### src/hw/afu_region_macros.svh
// Sizes, CSR address map and feature constants for the accelerator port region

`ifndef AFU_REGION_MACROS_SVH
`define AFU_REGION_MACROS_SVH

// Region sizes
`define AFU_NUM_PORTS     5
`define AFU_PID_W         3
`define AFU_ADDR_W        4
`define AFU_DATA_W        64

// Port that holds the loopback endpoint
`define AFU_LB_PID        1
`define AFU_LB_DEPTH      4
`define AFU_LB_CNT_W      16
`define AFU_LB_CNT_ADDR   4'h4

// Null endpoint CSR map
`define AFU_FEAT_ID       12'h014
`define AFU_DFH_ADDR      4'h0
`define AFU_SCRATCH_ADDR  4'h1

`endif

### src/hw/afu_region_pkg.sv
// Opcode, response status and handshake state types shared by the port region

package afu_region_pkg;

   // ----------------------------------------
   // Request opcodes
   // ----------------------------------------
   // Codes 2 and 3 are reserved and answered with RSP_BAD_OP
   typedef enum logic [1:0] {
      OP_READ  = 2'd0,
      OP_WRITE = 2'd1
   } afu_op_e;

   // ----------------------------------------
   // Response status
   // ----------------------------------------
   typedef enum logic [1:0] {
      RSP_OK      = 2'd0,
      RSP_BAD_PID = 2'd1,
      RSP_BAD_OP  = 2'd2
   } afu_status_e;

   // ----------------------------------------
   // Four-phase handshake states
   // ----------------------------------------
   // Decode walks IDLE and BUSY, result walks IDLE, ACK and WAIT_DROP
   typedef enum logic [1:0] {
      HS_IDLE      = 2'd0,
      HS_BUSY      = 2'd1,
      HS_ACK       = 2'd2,
      HS_WAIT_DROP = 2'd3
   } afu_hs_state_e;

endpackage

### src/hw/afu_lb_port.sv
// Loopback endpoint with a four-word read/write buffer
// and a wrapping count of accepted writes

`timescale 1ns/1ns
`include "afu_region_macros.svh"

module afu_lb_port (
   input  logic                   i_clk,
   input  logic                   i_arst_n,
   input  logic                   i_wr,
   input  logic [`AFU_ADDR_W-1:0] i_addr,
   input  logic [`AFU_DATA_W-1:0] i_wdata,
   output logic [`AFU_DATA_W-1:0] o_rdata
);

   localparam int IDX_W = $clog2(`AFU_LB_DEPTH);

   logic [`AFU_DATA_W-1:0]  buf_q [`AFU_LB_DEPTH];
   logic [`AFU_LB_CNT_W-1:0] wr_cnt;
   logic                     in_buf;

   assign in_buf = (i_addr < `AFU_ADDR_W'(`AFU_LB_DEPTH));

   // ----------------------------------------
   // Buffer and write counter
   // ----------------------------------------
   always_ff @(posedge i_clk or negedge i_arst_n) begin
      if (!i_arst_n) begin
         for (int i = 0; i < `AFU_LB_DEPTH; i++) begin
            buf_q[i] <= '0;
         end
         wr_cnt <= '0;
      end else if (i_wr) begin
         // Every accepted write counts, whatever its address
         wr_cnt <= wr_cnt + 1'b1;
         if (in_buf) begin
            buf_q[i_addr[IDX_W-1:0]] <= i_wdata;
         end
      end
   end

   // Read mux
   always_comb begin
      if (in_buf)
         o_rdata = buf_q[i_addr[IDX_W-1:0]];
      else if (i_addr == `AFU_LB_CNT_ADDR)
         o_rdata = {{(`AFU_DATA_W-`AFU_LB_CNT_W){1'b0}}, wr_cnt};
      else
         o_rdata = '0;
   end

   // Counter moves only on a fresh one-cycle write routed here by execute
   a_cnt_on_wr: assert property (@(posedge i_clk) disable iff (!i_arst_n)
      $changed(wr_cnt) |-> ($past(i_wr) && !$past(i_wr, 2)));

endmodule

### src/hw/afu_null_port.sv
// Null endpoint with a read-only feature header and one scratch register

`timescale 1ns/1ns
`include "afu_region_macros.svh"

module afu_null_port #(
   parameter int unsigned PORT_PID = 0
) (
   input  logic                   i_clk,
   input  logic                   i_arst_n,
   input  logic                   i_wr,
   input  logic [`AFU_ADDR_W-1:0] i_addr,
   input  logic [`AFU_DATA_W-1:0] i_wdata,
   output logic [`AFU_DATA_W-1:0] o_rdata
);

   // Feature header carries the PID above the base feature ID
   localparam logic [`AFU_DATA_W-1:0] HEADER = {
      {(`AFU_DATA_W-16){1'b0}},
      4'(PORT_PID),
      `AFU_FEAT_ID
   };

   logic [`AFU_DATA_W-1:0] scratch;

   // ----------------------------------------
   // Scratch register
   // ----------------------------------------
   always_ff @(posedge i_clk or negedge i_arst_n) begin
      if (!i_arst_n) begin
         scratch <= '0;
      end else if (i_wr && i_addr == `AFU_SCRATCH_ADDR) begin
         scratch <= i_wdata;
      end
   end

   // ----------------------------------------
   // Read mux
   // ----------------------------------------
   // Writes to the header address fall through and are dropped
   always_comb begin
      case (i_addr)
         `AFU_DFH_ADDR:     o_rdata = HEADER;
         `AFU_SCRATCH_ADDR: o_rdata = scratch;
         default:           o_rdata = '0;
      endcase
   end

endmodule

### src/hw/afu_port_execute.sv
// Endpoint array, one per port ID, with the loopback at its own PID
// Routes writes to the addressed endpoint and registers its read data

`timescale 1ns/1ns
`include "afu_region_macros.svh"

module afu_port_execute import afu_region_pkg::*; (
   input  logic                   i_clk,
   input  logic                   i_arst_n,
   input  logic                   i_valid,
   input  logic [`AFU_PID_W-1:0]  i_pid,
   input  afu_op_e                i_op,
   input  logic [`AFU_ADDR_W-1:0] i_addr,
   input  logic [`AFU_DATA_W-1:0] i_wdata,
   input  afu_status_e            i_status,
   output logic                   o_valid,
   output logic [`AFU_DATA_W-1:0] o_rdata
);

   logic                   wr_ok;
   logic                   rd_ok;
   logic [`AFU_NUM_PORTS-1:0] port_wr;
   logic [`AFU_DATA_W-1:0] port_rdata [`AFU_NUM_PORTS];
   logic [`AFU_DATA_W-1:0] rd_sel;

   // Failed checks never reach an endpoint
   assign wr_ok = i_valid && (i_op == OP_WRITE) && (i_status == RSP_OK);
   assign rd_ok = (i_op == OP_READ) && (i_status == RSP_OK);

   // ----------------------------------------
   // Endpoints
   // ----------------------------------------
   for (genvar p = 0; p < `AFU_NUM_PORTS; p++) begin : gen_port
      assign port_wr[p] = wr_ok && (i_pid == `AFU_PID_W'(p));

      if (p == `AFU_LB_PID) begin : gen_lb
         afu_lb_port u_lb (
            .i_clk    (i_clk),
            .i_arst_n (i_arst_n),
            .i_wr     (port_wr[p]),
            .i_addr   (i_addr),
            .i_wdata  (i_wdata),
            .o_rdata  (port_rdata[p])
         );
      end else begin : gen_null
         afu_null_port #(
            .PORT_PID (p)
         ) u_null (
            .i_clk    (i_clk),
            .i_arst_n (i_arst_n),
            .i_wr     (port_wr[p]),
            .i_addr   (i_addr),
            .i_wdata  (i_wdata),
            .o_rdata  (port_rdata[p])
         );
      end
   end

   always_comb begin
      rd_sel = '0;
      for (int p = 0; p < `AFU_NUM_PORTS; p++) begin
         if (i_pid == `AFU_PID_W'(p)) rd_sel = port_rdata[p];
      end
   end

   always_ff @(posedge i_clk or negedge i_arst_n) begin
      if (!i_arst_n) o_valid <= 1'b0;
      else           o_valid <= i_valid;
   end

   // Writes and rejected requests return zero data
   always_ff @(posedge i_clk) begin
      if (i_valid) o_rdata <= rd_ok ? rd_sel : '0;
   end

endmodule

### src/hw/afu_region_top.sv
// Port region top level
// Request decode, endpoint execute and response result in a chain

`timescale 1ns/1ns
`include "afu_region_macros.svh"

module afu_region_top import afu_region_pkg::*; (
   input  logic                   i_clk,
   input  logic                   i_arst_n,
   input  logic                   i_req,
   input  logic [`AFU_PID_W-1:0]  i_req_pid,
   input  logic [1:0]             i_req_op,
   input  logic [`AFU_ADDR_W-1:0] i_req_addr,
   input  logic [`AFU_DATA_W-1:0] i_req_wdata,
   output logic                   o_ack,
   output logic [`AFU_DATA_W-1:0] o_rsp_rdata,
   output afu_status_e            o_rsp_status
);

   logic                   dec_valid;
   logic [`AFU_PID_W-1:0]  dec_pid;
   afu_op_e                dec_op;
   logic [`AFU_ADDR_W-1:0] dec_addr;
   logic [`AFU_DATA_W-1:0] dec_wdata;
   afu_status_e            dec_status;
   logic                   exe_valid;
   logic [`AFU_DATA_W-1:0] exe_rdata;
   logic                   rsp_done;

   afu_req_decode u_decode (
      .i_clk       (i_clk),
      .i_arst_n    (i_arst_n),
      .i_req       (i_req),
      .i_req_pid   (i_req_pid),
      .i_req_op    (i_req_op),
      .i_req_addr  (i_req_addr),
      .i_req_wdata (i_req_wdata),
      .i_done      (rsp_done),
      .o_valid     (dec_valid),
      .o_pid       (dec_pid),
      .o_op        (dec_op),
      .o_addr      (dec_addr),
      .o_wdata     (dec_wdata),
      .o_status    (dec_status),
      .o_busy      ()
   );

   afu_port_execute u_execute (
      .i_clk    (i_clk),
      .i_arst_n (i_arst_n),
      .i_valid  (dec_valid),
      .i_pid    (dec_pid),
      .i_op     (dec_op),
      .i_addr   (dec_addr),
      .i_wdata  (dec_wdata),
      .i_status (dec_status),
      .o_valid  (exe_valid),
      .o_rdata  (exe_rdata)
   );

   // Status is still held by decode when execute answers
   afu_rsp_result u_result (
      .i_clk    (i_clk),
      .i_arst_n (i_arst_n),
      .i_valid  (exe_valid),
      .i_rdata  (exe_rdata),
      .i_status (dec_status),
      .i_req    (i_req),
      .o_ack    (o_ack),
      .o_rdata  (o_rsp_rdata),
      .o_status (o_rsp_status),
      .o_done   (rsp_done)
   );

endmodule

### src/hw/afu_req_decode.sv
// Request capture for the four-phase host handshake
// Checks the port ID and opcode and issues one decoded request pulse

`timescale 1ns/1ns
`include "afu_region_macros.svh"

module afu_req_decode import afu_region_pkg::*; (
   input  logic                   i_clk,
   input  logic                   i_arst_n,
   input  logic                   i_req,
   input  logic [`AFU_PID_W-1:0]  i_req_pid,
   input  logic [1:0]             i_req_op,
   input  logic [`AFU_ADDR_W-1:0] i_req_addr,
   input  logic [`AFU_DATA_W-1:0] i_req_wdata,
   input  logic                   i_done,
   output logic                   o_valid,
   output logic [`AFU_PID_W-1:0]  o_pid,
   output afu_op_e                o_op,
   output logic [`AFU_ADDR_W-1:0] o_addr,
   output logic [`AFU_DATA_W-1:0] o_wdata,
   output afu_status_e            o_status,
   output logic                   o_busy
);

   afu_hs_state_e state;
   logic          take;

   // New request is accepted only while no other one is in flight
   assign take   = (state == HS_IDLE) && i_req;
   assign o_busy = (state != HS_IDLE);

   always_ff @(posedge i_clk or negedge i_arst_n) begin
      if (!i_arst_n) begin
         state   <= HS_IDLE;
         o_valid <= 1'b0;
      end else begin
         o_valid <= take;
         case (state)
            HS_IDLE: if (i_req) state <= HS_BUSY;
            HS_BUSY: if (i_done) state <= HS_IDLE;
            default: state <= HS_IDLE;
         endcase
      end
   end

   // Request fields and the check result stay put until the handshake ends
   always_ff @(posedge i_clk) begin
      if (take) begin
         o_pid   <= i_req_pid;
         o_op    <= afu_op_e'(i_req_op);
         o_addr  <= i_req_addr;
         o_wdata <= i_req_wdata;
         if (i_req_pid >= `AFU_PID_W'(`AFU_NUM_PORTS))
            o_status <= RSP_BAD_PID;
         else if (i_req_op > 2'd1)
            o_status <= RSP_BAD_OP;
         else
            o_status <= RSP_OK;
      end
   end

   // Host must hold the captured request while it keeps i_req high
   a_req_stable: assert property (@(posedge i_clk) disable iff (!i_arst_n)
      (o_busy && i_req) |-> (i_req_pid == o_pid && i_req_op == o_op &&
                             i_req_addr == o_addr && i_req_wdata == o_wdata));

endmodule

### src/hw/afu_rsp_result.sv
// Response register and four-phase acknowledge toward the host

`timescale 1ns/1ns
`include "afu_region_macros.svh"

module afu_rsp_result import afu_region_pkg::*; (
   input  logic                   i_clk,
   input  logic                   i_arst_n,
   input  logic                   i_valid,
   input  logic [`AFU_DATA_W-1:0] i_rdata,
   input  afu_status_e            i_status,
   input  logic                   i_req,
   output logic                   o_ack,
   output logic [`AFU_DATA_W-1:0] o_rdata,
   output afu_status_e            o_status,
   output logic                   o_done
);

   afu_hs_state_e state;

   // Handshake closes on the edge where the host is seen low
   assign o_done = o_ack && !i_req;

   always_ff @(posedge i_clk or negedge i_arst_n) begin
      if (!i_arst_n) begin
         state <= HS_IDLE;
         o_ack <= 1'b0;
      end else begin
         case (state)
            HS_IDLE: begin
               if (i_valid) begin
                  state <= HS_ACK;
                  o_ack <= 1'b1;
               end
            end
            // Host still holding i_req past the first ack cycle
            HS_ACK, HS_WAIT_DROP: begin
               if (!i_req) begin
                  state <= HS_IDLE;
                  o_ack <= 1'b0;
               end else begin
                  state <= HS_WAIT_DROP;
               end
            end
            default: begin
               state <= HS_IDLE;
               o_ack <= 1'b0;
            end
         endcase
      end
   end

   // Response stays valid for the whole time o_ack is high
   always_ff @(posedge i_clk) begin
      if (i_valid) begin
         o_rdata  <= i_rdata;
         o_status <= i_status;
      end
   end

   // Ack falls only after the host dropped i_req, with no new request overlapping it
   a_ack_fall: assert property (@(posedge i_clk) disable iff (!i_arst_n)
      $fell(o_ack) |-> ($past(!i_req) && !i_req));

endmodule

### config.mk
export PLATFORM = sky130hd
export DESIGN_NAME = afu_region_top
export DESIGN_NICKNAME = d
export VERILOG_FILES = /design/src/hw/afu_region_pkg.sv /design/src/hw/afu_lb_port.sv /design/src/hw/afu_null_port.sv /design/src/hw/afu_port_execute.sv /design/src/hw/afu_region_top.sv /design/src/hw/afu_req_decode.sv /design/src/hw/afu_rsp_result.sv
export VERILOG_INCLUDE_DIRS = /design/src /design/src/hw
export SDC_FILE = /design/constraint.sdc
export NUM_CORES = 1
export LEC_CHECK = 0
export BUFFER_PORTS_ARGS = -buffer_cell sky130_fd_sc_hd__buf_2
export CAP_MARGIN = 10
export CORE_MARGIN = 5
export CORE_UTILIZATION = 45
export CTS_BUF_LIST = sky130_fd_sc_hd__clkbuf_4 sky130_fd_sc_hd__clkbuf_8
export DETAILED_ROUTE_END_ITERATION = 10
export SYNTH_ARGS = -nofsm -noshare
export SYNTH_HDL_FRONTEND = slang
export SYNTH_HIERARCHICAL = 1
export SYNTH_SLANG_ARGS = --single-unit
export TNS_END_PERCENT = 10
### constraint.sdc
create_clock -name i_clk -period 5.9 [get_ports i_clk]
set_input_delay 0 -clock i_clk [delete_from_list [all_inputs] [get_ports i_clk]]
set_output_delay 0 -clock i_clk [all_outputs]
set_load 0.1 [all_outputs]
==> results by group <==
Global route
  – Largest net degree at the start of global routing: around 180
  – Vias in the first global route: 21780
  – Initial antenna violation count: 1
  – GRT Total Usage: 0.2131
  – GR Overflow Total: 0
  – Global-route wire length before repair: around 130000 um

Logic synthesis
  – Post-synthesis cell type with the largest combined area: dfrtp_1
  – Ys flop type: dfrtp_1
  – Post-synthesis area per instance: 15.02 um^2
  – Asr flop ratio synth: 0.7226
  – Synth cell types: 52
  – Synthesized Nets: ~2400
  – Synthesized cell area: roughly 34000 um^2
  – Share of Yosys cell area claimed by the top area cell type: 0.3911
  – Share of the yosys chip area belonging to registers: 0.5712
  – Synthesized instance count: approximately 2300
  – Post-synth EDFFs: slightly above 200
  – Yosys warns: 6
  – Synth area leaders: dfrtp_1, edfxtp_1, mux2_4, mux2_2, and2_1
  – Synthesized flop and latch total: 739

Floorplanning
  – Die ar.: 81550 um^2
  – Die height: about 290 um
  – Core area: approximately 76000 um^2
  – Die width: approximately 290 um
  – Starting Density: 0.4522
  – IO Count: ~140
  – Num rows: 101

Placement
  – Port Buffers: 142
  – Pre-CTS setup slack: about 2400 ps
  – DP HPWL: around 46000 um
  – Placer congestion estimate: 0.7654
  – Area post-placement: ~35000 um^2

Worst setup path
  – Startpoint Class: flip-flop
  – Kind of critical path: reg2reg
  – Required time of the critical path: about 6400 ps
  – Max FO, Critical Path: 56
  – WP data arrival: approximately 4000 ps
  – Kind of end point of the critical path: flip-flop

Drt
  – Routed Wire Length: 87220 um
  – DR vias/cell: approximately 5.5
  – Antenna viol nets, final: 0
  – DRC viols: 0
  – Iteration-0 DRC count of the detailed router: 1286
  – WL/cell: between 20 and 25 um
  – Via Count: just over 20000
  – First-pass DRT Iterations: 5

Power
  – Worst vdd ir: 0.1741 mV
  – Cell Pwr Density: around 310 nW/um^2
  – Leakage power: 0.01865 uW

Clock tree
  – Num CTS Buffers: ~130
  – CTS tree: done
  – Clock sink count: 739
  – CTS max path bufs: 3
  – Clk slew on worst S/H paths: around 60 ps
  – Postcts setup bufs: 0
  – Worst-Skew Late Latency: between 700 and 800 ps
  – Root buf cell: clkbuf_8
  – CTS H-Tree Depth: 4

Final layout
  – P&R area growth vs syn: 16.38%
  – Cell area after layout: between 30000 and 40000 um^2
  – NumNets Final: 2664
  – Share of cells above drive strength 1: 0.3759
  – Most frequent cells in the layout: dfrtp_1, and2_1, mux2_2
  – Layout fillers: about 6300
  – Most common cell after layout, fill and taps aside: dfrtp_1

Flow run
  – Max-cap viol count: 0

STA
  – Slew HR: 0.2258
  – Post-Route Skew: between 20 and 30 ps
  – Post-layout worst setup margin: 2385 ps
  – FMAX: approximately 280 MHz
  – Fin. Hold Viols: 0
  – Setup-failing EPs final: 0
  – Fin. max-slew vios: 0
  – Unrepaired setup endpoints after global routing: no
  – Min Tclk post-route: ~3500 ps
  – Tcrit/Tclk final: 0.5958
  – Slew @ Worst Pin: 1160 ps
  – Setup TNS Final: 0 ps

Worst hold path
  – HP Class: in2reg

Run status
  – Status: complete, no violations
==> state kept, by name, summed over array words and instances, names as in the netlist, 2 cells and up <==
name                                        count
u_decode/o_pid                                  3
u_execute/gen_port.gen_lb.u_lb/buf_q          256
u_result/o_status                               2
u_execute/o_rdata                              64
u_decode/o_op                                   2
u_decode/o_wdata                               64
u_result/state                                  2
u_result/o_rdata                               64
u_decode/o_status                               2
u_execute/gen_port.gen_null.u_null/scratch    256
u_decode/o_addr                                 4
u_execute/gen_port.gen_lb.u_lb/wr_cnt          16
==> cells in the mapped netlist, types with 7 or more instances <==
cell      instances
dfrtp_1         534
and2_1          322
mux2_2          268
mux2_4          244
edfxtp_1        205
a21oi_1          77
nand2_1          69
mux2_1           65
a221oi_1         60
clkbuf_1         55
mux4_2           52
buf_2            46
buf_6            44
nor2b_1          39
o21ai_1          34
o21ai_0          30
a22o_1           17
inv_1            14
mux4_1           12
xor2_1            9
buf_4             7
nor4_1            7
==> cell families (layout without fill, tap and decap cells) <==
group           Yosys count  in the layout  synth area share
compound gates          224            224           0.04258
xor+xnor                 15             15          0.003845
fa+ha+maj                 1              1         0.0003661
buf+inv                 171            591           0.03284
flops                   739            739            0.5712
mux                     641            641            0.2604
other cells               0              2                 0
simple gates            484            484           0.08872
==> per-stage QoR <==
| stage | hold slack (ps) | instances | utilization | power (uW) |
|---|---|---|---|---|
| after global routing | 57.95 | 3674 | 0.5262 | 12630 |
| after floorplan | -295.6 | 2275 | - | 6692 |
| after CTS | 11.09 | 3672 | 0.5259 | 12310 |
| after detailed placement | 155.8 | 3279 | 0.4690 | 7197 |
| final | 93.13 | 3675 | 0.5263 | 12130 |
| after global placement | 156.4 | 3279 | 0.4690 | 7172 |
==> timing repair <==
action                                  4_1_cts  5_1_grt
hold endpoints to repair                    223        0
endpoints found under the setup margin        0        0
hold buffers                                150        0
gates resized for setup                       0        0
==> worst paths after layout <==
kind / from / end / slack, ps / cells after the start
worst max-delay path: u_decode/o_addr[1] / u_execute/o_rdata[13] / 2380 / 8
worst min-delay path: i_req / u_result/state[0] / 90 / 3
worst max register to register: u_decode/o_addr[1] / u_execute/o_rdata[13] / 2380 / 8
worst min register to register: u_execute/o_rdata[23] / u_result/o_rdata[23] / 410 / 0
max in group asynchronous: i_arst_n / u_execute/o_valid / 4230 / 4
min in group asynchronous: i_arst_n / async pin / 560 / 4
==> where the power goes <==
group | switching [uW] | total [uW] | internal (uW)
clock network | 2150 | 4960 | 2810
logic | 1020 | 1330 | 302
registers | 276 | 5850 | 5570
==> per-layer routing <==
metal / GRT usage / share of wire / wire (um)
met5: 0 / 0 / 0
met3: 0.03984 / 0.050 / 4360
met4: 0.07197 / 0.025 / 2191
met1: 0.2908 / 0.45 / 39070
met2: 0.3462 / 0.48 / 41600
==> layout make-up <==
class	count	area, um^2	area share
timing repair buffer	334	2605	0.06550
inverter	14	52.55	0.001321
tap	978	1224	0.03077
clock inverter	35	274.0	0.006890
clock buffer	208	2506	0.06302
antenna	2	5.005	0.0001258
multi-input combinational	1365	13580	0.3414
sequential	739	19530	0.4910
==> critical path: stages (launching register included) <==
cell      delay, ps
edfxtp_1        400
buf_4           400
buf_4           840
nor4b_4         110
buf_4           270
a22o_1          260
mux2_2          260
a221oi_1        480
a21oi_1         170
No activity file was read; power rests on OpenSTA's default activity.
